`src/hdl/csr_pkg.sv`:
```
//////////////////////////////////////////////////////////////////////
// CSR bank definitions: addresses, write masks, misa contents and
// the access and write-strobe structs shared by the bank modules
//////////////////////////////////////////////////////////////////////

package csr_pkg;

    localparam int XLEN = 32;

    // Machine-mode CSR addresses
    localparam logic [11:0] ADDR_MSTATUS   = 12'h300;
    localparam logic [11:0] ADDR_MISA      = 12'h301;
    localparam logic [11:0] ADDR_MIE       = 12'h304;
    localparam logic [11:0] ADDR_MTVEC     = 12'h305;
    localparam logic [11:0] ADDR_MSCRATCH  = 12'h340;
    localparam logic [11:0] ADDR_MEPC      = 12'h341;
    localparam logic [11:0] ADDR_MCAUSE    = 12'h342;
    localparam logic [11:0] ADDR_MTVAL     = 12'h343;
    localparam logic [11:0] ADDR_MIP       = 12'h344;
    localparam logic [11:0] ADDR_MCYCLE    = 12'hB00;
    localparam logic [11:0] ADDR_MINSTRET  = 12'hB02;
    localparam logic [11:0] ADDR_MCYCLEH   = 12'hB80;
    localparam logic [11:0] ADDR_MINSTRETH = 12'hB82;

    // Writable bits per register
    localparam logic [XLEN-1:0] MASK_MSTATUS = 32'h0000_1888;   // MPP, MPIE, MIE
    localparam logic [XLEN-1:0] MASK_MISA    = 32'h0000_0000;
    localparam logic [XLEN-1:0] MASK_MIE     = 32'h0000_0888;   // MEIE, MTIE, MSIE
    localparam logic [XLEN-1:0] MASK_MTVEC   = 32'hFFFF_FFFC;
    localparam logic [XLEN-1:0] MASK_MEPC    = 32'hFFFF_FFFC;
    localparam logic [XLEN-1:0] MASK_FULL    = 32'hFFFF_FFFF;

    // MXL = 1 (RV32), U and I extensions
    localparam logic [XLEN-1:0] MISA_VALUE   = 32'h4010_0100;

    // mstatus field positions
    localparam int MSTATUS_MIE_BIT  = 3;
    localparam int MSTATUS_MPIE_BIT = 7;
    localparam int MSTATUS_MPP_LSB  = 11;

    typedef enum logic [1:0] {
        CSR_WRITE = 2'd1,
        CSR_SET   = 2'd2,
        CSR_CLEAR = 2'd3
    } csr_op_e;

    typedef struct packed {
        logic            read;
        logic            write;
        logic            kill;
        csr_op_e         op;
        logic [11:0]     addr;
        logic [XLEN-1:0] data;
    } csr_access_t;

    // Gated strobes, at most one high per cycle
    typedef struct packed {
        logic            mstatus;
        logic            mie;
        logic            mtvec;
        logic            mscratch;
        logic            mepc;
        logic            mcause;
        logic            mtval;
        logic            mcycle;
        logic            mcycleh;
        logic            minstret;
        logic            minstreth;
        logic [XLEN-1:0] data;      // Already masked and combined
    } csr_wr_t;

endpackage

```
`src/hdl/trap_pkg.sv`:
```
//////////////////////////////////////////////////////////////////////
// Trap definitions: privilege levels, exception and interrupt cause
// codes, and the trap request driven by the core pipeline
//////////////////////////////////////////////////////////////////////

package trap_pkg;

    typedef enum logic [1:0] {
        PRIV_USER    = 2'b00,
        PRIV_MACHINE = 2'b11
    } priv_e;

    typedef enum logic [4:0] {
        INSTR_MISALIGNED    = 5'd0,
        INSTR_ACCESS_FAULT  = 5'd1,
        ILLEGAL_INSTRUCTION = 5'd2,
        BREAKPOINT          = 5'd3,
        LOAD_MISALIGNED     = 5'd4,
        LOAD_ACCESS_FAULT   = 5'd5,
        STORE_MISALIGNED    = 5'd6,
        STORE_ACCESS_FAULT  = 5'd7,
        ECALL_FROM_UMODE    = 5'd8,
        ECALL_FROM_MMODE    = 5'd11
    } exc_code_e;

    typedef enum logic [4:0] {
        M_SW_INT  = 5'd3,
        M_TIM_INT = 5'd7,
        M_EXT_INT = 5'd11
    } irq_code_e;

    // Bit positions in mip and mie
    localparam int IRQ_MSI_BIT = 3;
    localparam int IRQ_MTI_BIT = 7;
    localparam int IRQ_MEI_BIT = 11;

    typedef struct packed {
        logic                     raise;        // Exception
        logic                     mret;
        logic                     irq_ack;
        exc_code_e                exc_code;
        logic [csr_pkg::XLEN-1:0] pc;
        logic [csr_pkg::XLEN-1:0] instr;
        logic                     jump;         // Branch taken at interrupt
        logic [csr_pkg::XLEN-1:0] jump_target;
    } trap_req_t;

endpackage

```
`src/hdl/csr_bank.sv`:
```
//////////////////////////////////////////////////////////////////////
// Machine-mode CSR bank top: decodes single-cycle CSR accesses,
// applies write/set/clear with per-register masks and serves reads
//////////////////////////////////////////////////////////////////////

`timescale 1ns/100ps

module csr_bank (
    input  logic                       clk,
    input  logic                       reset,
    input  csr_pkg::csr_access_t       access_i,
    input  trap_pkg::trap_req_t        trap_i,
    input  logic [csr_pkg::XLEN-1:0]   irq_i,
    output logic [csr_pkg::XLEN-1:0]   rdata_o,
    output logic                       interrupt_pending_o,
    output trap_pkg::priv_e            privilege_o,
    output logic [csr_pkg::XLEN-1:0]   mepc_o,
    output logic [csr_pkg::XLEN-1:0]   mtvec_o
);

    localparam int W = csr_pkg::XLEN;

    logic [W-1:0]        mie_q, mtvec_q, mscratch_q;
    logic [W-1:0]        mstatus, mepc, mcause, mtval, mip;
    logic [2*W-1:0]      mcycle, minstret;
    logic [W-1:0]        cur_val, wmask, wdata;
    logic                read_ok, write_ok;
    csr_pkg::csr_wr_t    wr;
    trap_pkg::irq_code_e irq_cause;

    assign read_ok  = access_i.read && !access_i.kill;
    // Trap events in the same cycle win over the CSR write
    assign write_ok = access_i.write && !access_i.kill &&
                      !(trap_i.mret || trap_i.raise || trap_i.irq_ack);

    ////////////////////////////////////////////////////////////////////
    // Current value and mask by address
    ////////////////////////////////////////////////////////////////////
    always_comb begin
        case (access_i.addr)
            csr_pkg::ADDR_MSTATUS:   begin cur_val = mstatus;   wmask = csr_pkg::MASK_MSTATUS; end
            csr_pkg::ADDR_MISA:      begin cur_val = csr_pkg::MISA_VALUE;
                                           wmask = csr_pkg::MASK_MISA; end
            csr_pkg::ADDR_MIE:       begin cur_val = mie_q;      wmask = csr_pkg::MASK_MIE; end
            csr_pkg::ADDR_MTVEC:     begin cur_val = mtvec_q;    wmask = csr_pkg::MASK_MTVEC; end
            csr_pkg::ADDR_MSCRATCH:  begin cur_val = mscratch_q; wmask = csr_pkg::MASK_FULL; end
            csr_pkg::ADDR_MEPC:      begin cur_val = mepc;       wmask = csr_pkg::MASK_MEPC; end
            csr_pkg::ADDR_MCAUSE:    begin cur_val = mcause;     wmask = csr_pkg::MASK_FULL; end
            csr_pkg::ADDR_MTVAL:     begin cur_val = mtval;      wmask = csr_pkg::MASK_FULL; end
            csr_pkg::ADDR_MCYCLE:    begin cur_val = mcycle[W-1:0];     wmask = csr_pkg::MASK_FULL; end
            csr_pkg::ADDR_MCYCLEH:   begin cur_val = mcycle[2*W-1:W];   wmask = csr_pkg::MASK_FULL; end
            csr_pkg::ADDR_MINSTRET:  begin cur_val = minstret[W-1:0];   wmask = csr_pkg::MASK_FULL; end
            csr_pkg::ADDR_MINSTRETH: begin cur_val = minstret[2*W-1:W]; wmask = csr_pkg::MASK_FULL; end
            default:                 begin cur_val = '0;         wmask = '0; end  // mip too
        endcase
    end

    always_comb begin
        case (access_i.op)
            csr_pkg::CSR_SET:   wdata = (cur_val | access_i.data) & wmask;
            csr_pkg::CSR_CLEAR: wdata = (cur_val & ~access_i.data) & wmask;
            default:            wdata = access_i.data & wmask;
        endcase
    end

    // Gated strobes, one per writable register
    always_comb begin
        wr           = '0;
        wr.data      = wdata;
        wr.mstatus   = write_ok && access_i.addr == csr_pkg::ADDR_MSTATUS;
        wr.mie       = write_ok && access_i.addr == csr_pkg::ADDR_MIE;
        wr.mtvec     = write_ok && access_i.addr == csr_pkg::ADDR_MTVEC;
        wr.mscratch  = write_ok && access_i.addr == csr_pkg::ADDR_MSCRATCH;
        wr.mepc      = write_ok && access_i.addr == csr_pkg::ADDR_MEPC;
        wr.mcause    = write_ok && access_i.addr == csr_pkg::ADDR_MCAUSE;
        wr.mtval     = write_ok && access_i.addr == csr_pkg::ADDR_MTVAL;
        wr.mcycle    = write_ok && access_i.addr == csr_pkg::ADDR_MCYCLE;
        wr.mcycleh   = write_ok && access_i.addr == csr_pkg::ADDR_MCYCLEH;
        wr.minstret  = write_ok && access_i.addr == csr_pkg::ADDR_MINSTRET;
        wr.minstreth = write_ok && access_i.addr == csr_pkg::ADDR_MINSTRETH;
    end

    // Registers with no trap side effects
    always_ff @(posedge clk) begin
        if (reset) begin
            mie_q      <= '0;
            mtvec_q    <= '0;
            mscratch_q <= '0;
        end
        else begin
            if (wr.mie)      mie_q      <= wr.data;
            if (wr.mtvec)    mtvec_q    <= wr.data;
            if (wr.mscratch) mscratch_q <= wr.data;
        end
    end

    ////////////////////////////////////////////////////////////////////
    // Submodules
    ////////////////////////////////////////////////////////////////////
    csr_counter64 u_mcycle (
        .clk(clk), .reset(reset), .inc_i(1'b1),
        .wr_lo_i(wr.mcycle), .wr_hi_i(wr.mcycleh), .wdata_i(wr.data), .count_o(mcycle)
    );

    csr_counter64 u_minstret (
        .clk(clk), .reset(reset), .inc_i(!access_i.kill),   // Retired when not killed
        .wr_lo_i(wr.minstret), .wr_hi_i(wr.minstreth), .wdata_i(wr.data), .count_o(minstret)
    );

    irq_ctrl u_irq (
        .clk(clk), .reset(reset), .irq_i(irq_i), .mie_i(mie_q),
        .mstatus_mie_i(mstatus[csr_pkg::MSTATUS_MIE_BIT]), .ack_i(trap_i.irq_ack),
        .mip_o(mip), .pending_o(interrupt_pending_o), .cause_o(irq_cause)
    );

    trap_ctrl u_trap (
        .clk(clk), .reset(reset), .trap_i(trap_i), .wr_i(wr), .irq_cause_i(irq_cause),
        .mstatus_o(mstatus), .mepc_o(mepc), .mcause_o(mcause), .mtval_o(mtval),
        .privilege_o(privilege_o)
    );

    // Read port, zero when killed or unmapped
    always_comb begin
        rdata_o = '0;
        if (read_ok) begin
            if (access_i.addr == csr_pkg::ADDR_MIP) begin
                rdata_o = mip;
            end
            else begin
                rdata_o = cur_val;
            end
        end
    end

    assign mepc_o  = mepc;
    assign mtvec_o = mtvec_q;

endmodule

```
`src/hdl/csr_counter64.sv`:
```
//////////////////////////////////////////////////////////////////////
// 64-bit event counter with separately writable halves, used for
// mcycle and minstret
//////////////////////////////////////////////////////////////////////

`timescale 1ns/100ps

module csr_counter64 (
    input  logic                         clk,
    input  logic                         reset,
    input  logic                         inc_i,
    input  logic                         wr_lo_i,
    input  logic                         wr_hi_i,
    input  logic [csr_pkg::XLEN-1:0]     wdata_i,
    output logic [2*csr_pkg::XLEN-1:0]   count_o
);

    localparam int W = csr_pkg::XLEN;

    logic [2*W-1:0] count_q;

    // A write takes the place of the increment in that cycle
    always_ff @(posedge clk) begin
        if (reset) begin
            count_q <= '0;
        end
        else if (wr_lo_i) begin
            count_q[W-1:0] <= wdata_i;
        end
        else if (wr_hi_i) begin
            count_q[2*W-1:W] <= wdata_i;
        end
        else if (inc_i) begin
            count_q <= count_q + 1'b1;
        end
    end

    assign count_o = count_q;

endmodule

```
`src/hdl/irq_ctrl.sv`:
```
//////////////////////////////////////////////////////////////////////
// Interrupt sampling: registers the lines into mip, flags an enabled
// pending interrupt and picks its cause (external, software, timer)
//////////////////////////////////////////////////////////////////////

`timescale 1ns/100ps

module irq_ctrl (
    input  logic                       clk,
    input  logic                       reset,
    input  logic [csr_pkg::XLEN-1:0]   irq_i,
    input  logic [csr_pkg::XLEN-1:0]   mie_i,
    input  logic                       mstatus_mie_i,
    input  logic                       ack_i,
    output logic [csr_pkg::XLEN-1:0]   mip_o,
    output logic                       pending_o,
    output trap_pkg::irq_code_e        cause_o
);

    logic [csr_pkg::XLEN-1:0] mip_q;
    logic [csr_pkg::XLEN-1:0] enabled;
    logic                     take;
    logic                     pending_q;
    trap_pkg::irq_code_e      cause_q;

    assign enabled = mie_i & mip_q;
    assign take    = mstatus_mie_i && (enabled != '0) && !ack_i;

    // One cycle of sampling on the raw lines
    always_ff @(posedge clk) begin
        if (reset) begin
            mip_q <= '0;
        end
        else begin
            mip_q <= irq_i;
        end
    end

    always_ff @(posedge clk) begin
        if (reset) begin
            pending_q <= 1'b0;
        end
        else begin
            pending_q <= take;   // Dropped in the ack cycle
        end
    end

    // Fixed priority, last cause held while idle
    always_ff @(posedge clk) begin
        if (take) begin
            if (enabled[trap_pkg::IRQ_MEI_BIT]) begin
                cause_q <= trap_pkg::M_EXT_INT;
            end
            else if (enabled[trap_pkg::IRQ_MSI_BIT]) begin
                cause_q <= trap_pkg::M_SW_INT;
            end
            else if (enabled[trap_pkg::IRQ_MTI_BIT]) begin
                cause_q <= trap_pkg::M_TIM_INT;
            end
        end
    end

    assign mip_o     = mip_q;
    assign pending_o = pending_q;
    assign cause_o   = cause_q;

endmodule

```
`src/hdl/trap_ctrl.sv`:
```
//////////////////////////////////////////////////////////////////////
// Privilege FSM (machine/user) with the trap registers mstatus, mepc,
// mcause and mtval; handles exceptions, interrupt entry and mret
//////////////////////////////////////////////////////////////////////

`timescale 1ns/100ps

module trap_ctrl (
    input  logic                       clk,
    input  logic                       reset,
    input  trap_pkg::trap_req_t        trap_i,
    input  csr_pkg::csr_wr_t           wr_i,
    input  trap_pkg::irq_code_e        irq_cause_i,
    output logic [csr_pkg::XLEN-1:0]   mstatus_o,
    output logic [csr_pkg::XLEN-1:0]   mepc_o,
    output logic [csr_pkg::XLEN-1:0]   mcause_o,
    output logic [csr_pkg::XLEN-1:0]   mtval_o,
    output trap_pkg::priv_e            privilege_o
);

    localparam int W = csr_pkg::XLEN;

    trap_pkg::priv_e state_q, state_d;
    logic            mie_q, mpie_q;
    logic [1:0]      mpp_q;            // Raw bits, legalised on mret
    logic [W-1:0]    mepc_q, mcause_q, mtval_q;
    logic            pc_is_return;

    // ECALL and EBREAK return to the trapping instruction
    assign pc_is_return = (trap_i.exc_code == trap_pkg::ECALL_FROM_MMODE) ||
                          (trap_i.exc_code == trap_pkg::ECALL_FROM_UMODE) ||
                          (trap_i.exc_code == trap_pkg::BREAKPOINT);

    ////////////////////////////////////////////////////////////////////
    // Privilege state
    ////////////////////////////////////////////////////////////////////
    always_comb begin
        state_d = state_q;
        case (state_q)
            trap_pkg::PRIV_MACHINE: begin
                if (trap_i.mret && mpp_q != trap_pkg::PRIV_MACHINE) begin
                    state_d = trap_pkg::PRIV_USER;
                end
            end
            default: begin
                if (trap_i.raise || trap_i.irq_ack) begin
                    state_d = trap_pkg::PRIV_MACHINE;
                end
            end
        endcase
    end

    ////////////////////////////////////////////////////////////////////
    // Trap registers, priority mret > exception > ack > CSR write
    ////////////////////////////////////////////////////////////////////
    always_ff @(posedge clk) begin
        if (reset) begin
            state_q  <= trap_pkg::PRIV_MACHINE;
            mie_q    <= 1'b0;
            mpie_q   <= 1'b0;
            mpp_q    <= 2'b00;
            mepc_q   <= '0;
            mcause_q <= '0;
            mtval_q  <= '0;
        end
        else begin
            state_q <= state_d;
            if (trap_i.mret) begin
                mie_q <= mpie_q;
            end
            else if (trap_i.raise) begin
                mpp_q    <= state_q;
                mpie_q   <= mie_q;
                mie_q    <= 1'b0;
                mcause_q <= {1'b0, {(W-6){1'b0}}, trap_i.exc_code};
                mepc_q   <= pc_is_return ? trap_i.pc : trap_i.pc + 32'd4;
                mtval_q  <= (trap_i.exc_code == trap_pkg::ILLEGAL_INSTRUCTION)
                            ? trap_i.instr : trap_i.pc;
            end
            else if (trap_i.irq_ack) begin
                mpp_q    <= state_q;
                mpie_q   <= mie_q;
                mie_q    <= 1'b0;
                mcause_q <= {1'b1, {(W-6){1'b0}}, irq_cause_i};
                mepc_q   <= trap_i.jump ? trap_i.jump_target : trap_i.pc;
            end
            else begin
                if (wr_i.mstatus) begin
                    mie_q  <= wr_i.data[csr_pkg::MSTATUS_MIE_BIT];
                    mpie_q <= wr_i.data[csr_pkg::MSTATUS_MPIE_BIT];
                    mpp_q  <= wr_i.data[csr_pkg::MSTATUS_MPP_LSB +: 2];
                end
                if (wr_i.mepc)   mepc_q   <= wr_i.data;
                if (wr_i.mcause) mcause_q <= wr_i.data;
                if (wr_i.mtval)  mtval_q  <= wr_i.data;
            end
        end
    end

    always_comb begin
        mstatus_o = '0;
        mstatus_o[csr_pkg::MSTATUS_MIE_BIT]       = mie_q;
        mstatus_o[csr_pkg::MSTATUS_MPIE_BIT]      = mpie_q;
        mstatus_o[csr_pkg::MSTATUS_MPP_LSB +: 2]  = mpp_q;
    end

    assign mepc_o      = mepc_q;
    assign mcause_o    = mcause_q;
    assign mtval_o     = mtval_q;
    assign privilege_o = state_q;

endmodule

```
`config.mk`:
```
export PLATFORM = sky130hd
export DESIGN_NAME = csr_bank
export DESIGN_NICKNAME = d
export VERILOG_FILES = /design/src/hdl/csr_pkg.sv /design/src/hdl/trap_pkg.sv /design/src/hdl/csr_bank.sv /design/src/hdl/csr_counter64.sv /design/src/hdl/irq_ctrl.sv /design/src/hdl/trap_ctrl.sv
export SDC_FILE = /design/constraint.sdc
export NUM_CORES = 1
export LEC_CHECK = 0
export BUFFER_PORTS_ARGS = -buffer_cell sky130_fd_sc_hd__buf_4
export CAP_MARGIN = 15
export CORE_UTILIZATION = 35
export CTS_BUF_LIST = sky130_fd_sc_hd__clkbuf_16
export DETAILED_ROUTE_END_ITERATION = 7
export PLACE_DENSITY = 0.61
export SLEW_MARGIN = 25
export SYNTH_ARGS = -nofsm -noshare
export SYNTH_HDL_FRONTEND = slang
export SYNTH_HIERARCHICAL = 1
export SYNTH_SLANG_ARGS = --single-unit
```
`constraint.sdc`:
```
create_clock -name clk -period 3.2 [get_ports clk]
set_input_delay 0 -clock clk [delete_from_list [all_inputs] [get_ports clk]]
set_output_delay 0 -clock clk [all_outputs]
set_load 0.1 [all_outputs]
```
==> results of run 1 <==
-- state kept, by name (all words and copies together), names as in the netlist --
register,cells
u_trap/mtval_o,32
u_irq/pending_o,1
mie_q,32
u_trap/mpie_q,1
u_mcycle/count_o,64
u_trap/mcause_o,32
mscratch_q,32
u_trap/mepc_o,32
u_minstret/count_o,64
u_irq/cause_o,2
u_trap/privilege_o,1
u_trap/mie_q,1
u_irq/mip_o,32
u_trap/mpp_q,2
mtvec_o,32
-- worst max-delay path: stages (launching register included) --
cell           delay, ps
dfxtp_1              520
mux2i_1              180
buf_4                190
nor3_2               290
nor4_1               150
o31a_1               340
a31oi_1              260
buf_4                200
nor2_1                50
a21oi_1              180
a32oi_1               80
o21ai_0               90
dlygate4sd3_1        570
-- worst min-delay path by stage --
stage | from | to | slack [ps] | cells past startpoint
after CTS | trap_i[14] | u_trap/mepc_o[14]$_SDFFE_PP0P_ | 3 | 5
after global routing | access_i[18] | mscratch_q[18]$_SDFFE_PP0P_ | 20 | 4
after floorplan | reset | u_irq/mip_o[22]$_SDFF_PP0_ | 70 | 1
after global placement | irq_i[9] | u_irq/mip_o[9]$_SDFF_PP0_ | 210 | 2
after detailed placement | irq_i[7] | u_irq/mip_o[7]$_SDFF_PP0_ | 210 | 2
final | access_i[18] | mtvec_o[18]$_SDFFE_PP0P_ | 3 | 4
-- final cells by class --
cell class | instances | area [sq um]
clock buffer | 46 | 1150
fill | 6582 | 35300
multi-input combinational | 2404 | 15600
antenna | 7 | 17.5
tap | 873 | 1090
sequential | 360 | 7230
inverter | 47 | 176
timing repair buffer | 792 | 6800
clock inverter | 36 | 284
-- stage by stage --
step | hold slack (ps) | cells
after detailed placement | 211 | 4301
after CTS | 2.98 | 4558
after global placement | 209 | 4300
final | 2.51 | 4565
after floorplan | 71.6 | 3082
after global routing | 17.5 | 4560
-- cells by family after synthesis --
group / count (synthesis) / synth area share
other cells: 4 / 0.000623
mux: 213 / 0.0902
flops: 360 / 0.300
simple gates: 1280 / 0.286
fa+ha+maj: 3 / 0.00156
xor+xnor: 78 / 0.0284
compound gates: 796 / 0.229
buf+inv: 318 / 0.0640
-- timing repair --
action                                 in CTS  in global routing
setup endpoints to repair                   0                  9
hold buffers                              175                  0
resized for setup                           0                 14
endpoints found under the hold margin     196                  0
-- layout by cell type, fill, tap and decap left out, types with 52 or more instances in the layout --
cell type	synthesis	layout
nand4_1	114	114
nand3_1	143	143
dlygate4sd3_1	0	175
nor3_1	83	75
a22oi_1	59	58
and3_1	59	58
inv_1	43	52
a211oi_1	99	97
xor2_1	55	55
nor2_1	274	270
mux2i_1	181	181
dfxtp_1	358	356
buf_4	53	583
o21ai_0	65	65
a21oi_1	212	212
nand2_1	277	277
-- routing by layer --
layer | up-vias | GRT usage | wire, um
met5 | - | 0.0125 | 52
met4 | 8 | 0.224 | 8970
met3 | 408 | 0.0786 | 14800
met2 | 2011 | 0.562 | 58700
met1 | 14000 | 0.485 | 52800
li1 | 12700 | - | -
-- power groups by stage --
| stage | combinational [mW] | clock (mW) | sequential [mW] |
|---|---|---|---|
| 6_report | 1.88 | 5.13 | 4.70 |
| 5_1_grt | 1.94 | 5.33 | 4.70 |
| 4_1_cts | 1.82 | 5.16 | 4.69 |
| 3_5_place_dp | 1.63 | 0 | 4.79 |
| 3_3_place_gp | 1.63 | 0 | 4.79 |
| 2_1_floorplan | 0.735 | 0 | 4.97 |
==> metrics.md, run 1 <==
| Metric | Value |
|---|---|
| Tot GR Track Use | `0.372` |
| Dominant synthesized flop cell | `dfxtp_1` |
| Routed len/inst | `29.6 um` |
| Post-synth top cells | `dfxtp_1 (358), nand2_1 (277), nor2_1 (274), a21oi_1 (212), mux2i_1 (181)` |
| Top cell type's share of synthesized area | `0.298` |
| Fmax | `0.317 GHz` |
| Net Sw Frac | `0.297` |
| CTS Buf Count | `45` |
| Worst R2R Start | `u_minstret/count_o[3]$_SDFFE_PP0P_` |
| Top post-synthesis cells by area | `dfxtp_1 (30%), mux2i_1 (7.5%), a21oi_1 (4.4%)` |
| Gate count after technology mapping | `3,052` |
| Ys async rst share | `0` |
| IO buf count | `286` |
| Worst Tran Pin Value | `1140 ps` |
| Top Ports | `287` |
| Status | `finished clean` |
| Worst-case clock buffer depth | `3` |
| Root Driver | `clkbuf_16` |
| Clock slew at reported path FFs | `60 ps` |
| Global-route wire length before repair | `191,000 um` |
| GP Congestion | `1.06` |
| CP Data Required Time | `3740 ps` |
| Startpoint Class | `flop` |
| RSZ-0062 raised after global routing | `false` |
| Setup-failing EPs final | `0` |
| Die H | `264 um` |
| Rel. slew slack | `0.235` |
| CTS tree | `done` |
| P_sw | `3.47 mW` |
| Final WS setup | `40.9 ps` |
| Syn Area/Cell | `7.89 sq um` |
| Cell Area, Placed | `0.0291 sq mm` |
| Hpwl dp | `101,000 um` |
| Final period util | `0.987` |
| CP Class | `reg -> reg` |
| Worst slack, placed | `-31.7 ps` |
| GRT Residual Overflow | `0` |
| Core area | `0.0676 sq mm` |
| Static leakage power | `12.1 nW` |
| Fraction of layout cells with a size suffix above 1 | `0.227` |
| Pre-antenna DRT Iters | `6` |
| Clock network power share | `0.438` |
| Num Clock Sinks | `360` |
| Post-route cell area | `0.0324 sq mm` |
| Vias in the first global route | `26,800` |
| Reg power frac | `0.401` |
| Setup Fix Bufs, Post-CTS | `0` |
| P per Cell Area | `362 mW/mm^2` |
| Nets@finish | `3,841` |
| Most frequent cell after synthesis | `dfxtp_1` |
| Die width | `264 um` |
| Later-pin clock latency in the skew report | `600 ps` |
| Yosys reg bits | `360` |
| Endpoints failing hold | `0` |
| P_int | `8.23 mW` |
| 1st-iter DRT viols | `3,935` |
| Top cell type by total area after synthesis | `dfxtp_1` |
| Clock Skew | `38.1 ps` |
| Yosys warning count | `6` |
| Area Growth Syn to Fin | `34.4%` |
| Via count | `29,100` |
| Seq/Total Area, Yosys | `0.300` |
| R2R Setup Slk | `40 ps` |
| CP Launch Point | `u_minstret/count_o[3]$_SDFFE_PP0P_` |
| WL final | `135,000 um` |
| Vias per cell | `6.37` |
| Reg-to-Reg End | `u_trap/mepc_o[3]$_SDFFE_PP0P_` |
| Peak VDD IR | `0.354 mV` |
| WP data arrival | `3700 ps` |
| # rows | `95` |
| Synth cell types | `107` |
| H-Tree Depth | `2` |
| CP max FO | `7` |
| Max Cap Viol | `0` |
| Setup TNS | `0 ps` |
| Minimum clock period | `3160 ps` |
| Util after Layout | `0.478` |
| Fin. max-slew vios | `0` |
| Logic gate share of total power | `0.160` |
| Worst reg2reg path depth | `12` |
| Crit path to | `u_trap/mepc_o[3]$_SDFFE_PP0P_` |
| Initial core utilization | `0.356` |
| Crit end category | `flop` |
| Number of flops mapped to enable cells by yosys | `2` |
| Post-route antenna net violation count | `0` |
| Initial antenna violation count | `17` |
| Final Power | `11.7 mW` |
| Mapped cell area | `0.0241 sq mm` |
| Die area | `0.0699 sq mm` |
| Detailed-route DRC error count | `0` |
| Largest net degree at the start of global routing | `87` |
| Hold crit path type | `in -> reg` |
(Power assumes the default switching activity.)
==> run 2, diff against run 1 <==
--- a/config.mk
+++ b/config.mk
@@ -6,7 +6,7 @@
 export NUM_CORES = 1
 export LEC_CHECK = 0
 export BUFFER_PORTS_ARGS = -buffer_cell sky130_fd_sc_hd__buf_4
-export CAP_MARGIN = 15
+export CAP_MARGIN = 20
 export CORE_UTILIZATION = 35
 export CTS_BUF_LIST = sky130_fd_sc_hd__clkbuf_16
 export DETAILED_ROUTE_END_ITERATION = 7
==> constraint.sdc (replaced) <==
create_clock -name clk -period 3.1 [get_ports clk]
set_input_delay 0.775 -clock clk [delete_from_list [all_inputs] [get_ports clk]]
set_output_delay 0.775 -clock clk [all_outputs]
set_load 0.1 [all_outputs]
==> run 2 against run 1 <==
- the run now ends with setup timing left
- die area did not move
- sequential power is 3% higher
- cell count up 2.7%
- combinational power increased by 5%
- power is 1.5% higher
- largest power group unchanged
==> metrics.md, run 2 (synthesized netlist as in run 1, its figures left out) <==
| Metric | Value |
|---|---|
| Max Cap Viol | `0` |
| Pre-antenna DRT Iters | `6` |
| Fraction of layout cells with a size suffix above 1 | `0.356` |
| Initial core utilization | `0.356` |
| Grt met3 use | `0.0747` |
| Worst Tran Pin Value | `1100 ps` |
| Vias in the first global route | `27,100` |
| Most common cell after layout, fill and taps aside | `buf_4` |
| Tot GR Track Use | `0.365` |
| IO buf count | `286` |
| CP Class | `in -> out` |
| GR Util met1 | `0.486` |
| Die width | `264 um` |
| Final Power | `11.9 mW` |
| Placed cells | `4,535` |
| Nets@finish | `3,974` |
| Cell Area, Placed | `0.0322 sq mm` |
| Setup-failing EPs final | `33` |
| Routed len/inst | `28.3 um` |
| Detailed-route DRC error count | `0` |
| GP Congestion | `1.05` |
| Num Clock Sinks | `360` |
| Final period util | `1.15` |
| Post-route cell area | `0.0362 sq mm` |
| GRT Residual Overflow | `0` |
| Global-route wire length before repair | `189,000 um` |
| Hold buffer count at cts | `0` |
| Die area | `0.0699 sq mm` |
| Failing checks | `setup timing` |
| Peak VDD IR | `0.395 mV` |
| Initial antenna violation count | `7` |
| CP bufs+invs | `6` |
| Slowest stage delay, CP | `550 ps` |
| Largest net degree at the start of global routing | `87` |
| Core area | `0.0676 sq mm` |
| Endpoints failing hold | `0` |
| Status | `complete, but fails checks` |
| Vias per cell | `6.28` |
| Most used cell along the critical path | `buf_4` |
| WP data arrival | `2780 ps` |
| RSZ-0062 raised after global routing | `true` |
| CP delay by family, top | `buffers and inverters` |
| # rows | `95` |
| FF/Latch Area | `0.00723 sq mm` |
| CTS tree | `done` |
| P per Cell Area | `328 mW/mm^2` |
| Gr busiest metal | `met2` |
| Worst slack, placed | `-863 ps` |
| CP max FO | `7` |
| Multi-input logic area | `0.0176 sq mm` |
| WL final | `132,000 um` |
| Startpoint Class | `input port` |
| M2 GR Usage | `0.555` |
| Clock Skew | `24.7 ps` |
| Hold crit path type | `in -> reg` |
| Top Ports | `287` |
| Area Growth Syn to Fin | `50.3%` |
| CTS Buf Count | `44` |
| Worst-case clock buffer depth | `3` |
| Post-route antenna net violation count | `0` |
| CP Data Required Time | `2320 ps` |
| Finished Layout Cells | `4,688` |
| Crit end category | `output pin` |
| H-Tree Depth | `2` |
| Static leakage power | `13.9 nW` |
| CP cell instances | `buf_12, buf_4, nor4bb_4, buf_4, buf_4, a22oi_2, nor2_1, buf_4, a2111oi_4, a21oi_4, buf_12` |
| Setup TNS | `-11,860 ps` |
| Util after Layout | `0.535` |
| Fin. max-slew vios | `0` |
| Max stage delay cell, worst path | `a2111oi_4` |
| Later-pin clock latency in the skew report | `610 ps` |
| Final WS setup | `-454 ps` |
| Fmax | `0.281 GHz` |
| 1st-iter DRT viols | `4,163` |
| Hpwl dp | `102,000 um` |
| Post-Route Hold Slack | `375 ps` |
| Clock slew at reported path FFs | `60 ps` |
| Root Driver | `clkbuf_16` |
| Fill cells | `6,277` |
| Die H | `264 um` |
| Most frequent cells in the layout | `buf_4 (739), dfxtp_1 (358), nand2_1 (251), nor2_1 (240), a21oi_1 (178)` |
| Via count | `29,500` |
| Minimum clock period | `3550 ps` |
| Rel. slew slack | `0.265` |
==> run 2: changes by cell type in the layout (fill, tap and decap cells not counted), sizes merged <==
| cell | previous run | this run |
|---|---|---|
| clkinv | 20 | 19 |
| inv | 55 | 57 |
| dlygate4sd3 | 175 | 0 |
| buf | 617 | 924 |
| diode | 7 | 1 |
| bufbuf | 0 | 2 |
| bufinv | 4 | 3 |
| clkbuf | 46 | 44 |
| clkinvlp | 4 | 1 |
==> run 2: power breakdown <==
part | switching (mW) | internal, mW
Clock | 2.23 | 2.82
Combinational | 1.20 | 0.779
Sequential | 0.131 | 4.73
==> run 2: repair_timing <==
action | 4_1_cts | 5_1_grt
endpoints found under the hold margin | 0 | 0
resized for setup | 318 | 99
cloned | 4 | 0
pin swaps | 85 | 48
setup endpoints to repair | 93 | 71
buffers inserted | 60 | 23
==> run 2: path summary, 6_finish.rpt <==
path                                startpoint                                end  slack (ps)  cells after the start
max                               access_i[34]                        rdata_o[24]        -450                     11
min                                   irq_i[9]          u_irq/mip_o[9]$_SDFF_PP0_         380                      2
max reg2reg  u_mcycle/count_o[58]$_SDFFE_PP0P_  u_mcycle/count_o[58]$_SDFFE_PP0P_         230                     11
min reg2reg   u_trap/mcause_o[28]$_SDFFE_PP0P_   u_trap/mcause_o[28]$_SDFFE_PP0P_         460                      2
==> run 2: cell type report <==
class,instances,area share
multi-input cells,2404,0.485
repair buffers,926,0.243
flip-flops and latches,360,0.200
clock buffers,44,0.0304
well taps,873,0.0302
clock inverters,33,0.00674
inverters,47,0.00487
diodes,1,0.0000691
==> run 2: worst reg2reg max path: cells and delay by family (launching register included) <==
| family | cells | cell delay, ps |
|---|---|---|
| simple gates | 5 | 1160 |
| mux | 1 | 340 |
| buf+inv | 2 | 300 |
| flops | 1 | 400 |
| compound gates | 3 | 520 |
==> run 2: metal layers <==
metal	share of wire	routed length [um]	vias to the layer above
met5	0.00069	92	-
met4	0.063	8290	12
met3	0.11	14100	399
met2	0.43	57300	1871
met1	0.40	52700	14200
li1	-	-	12900
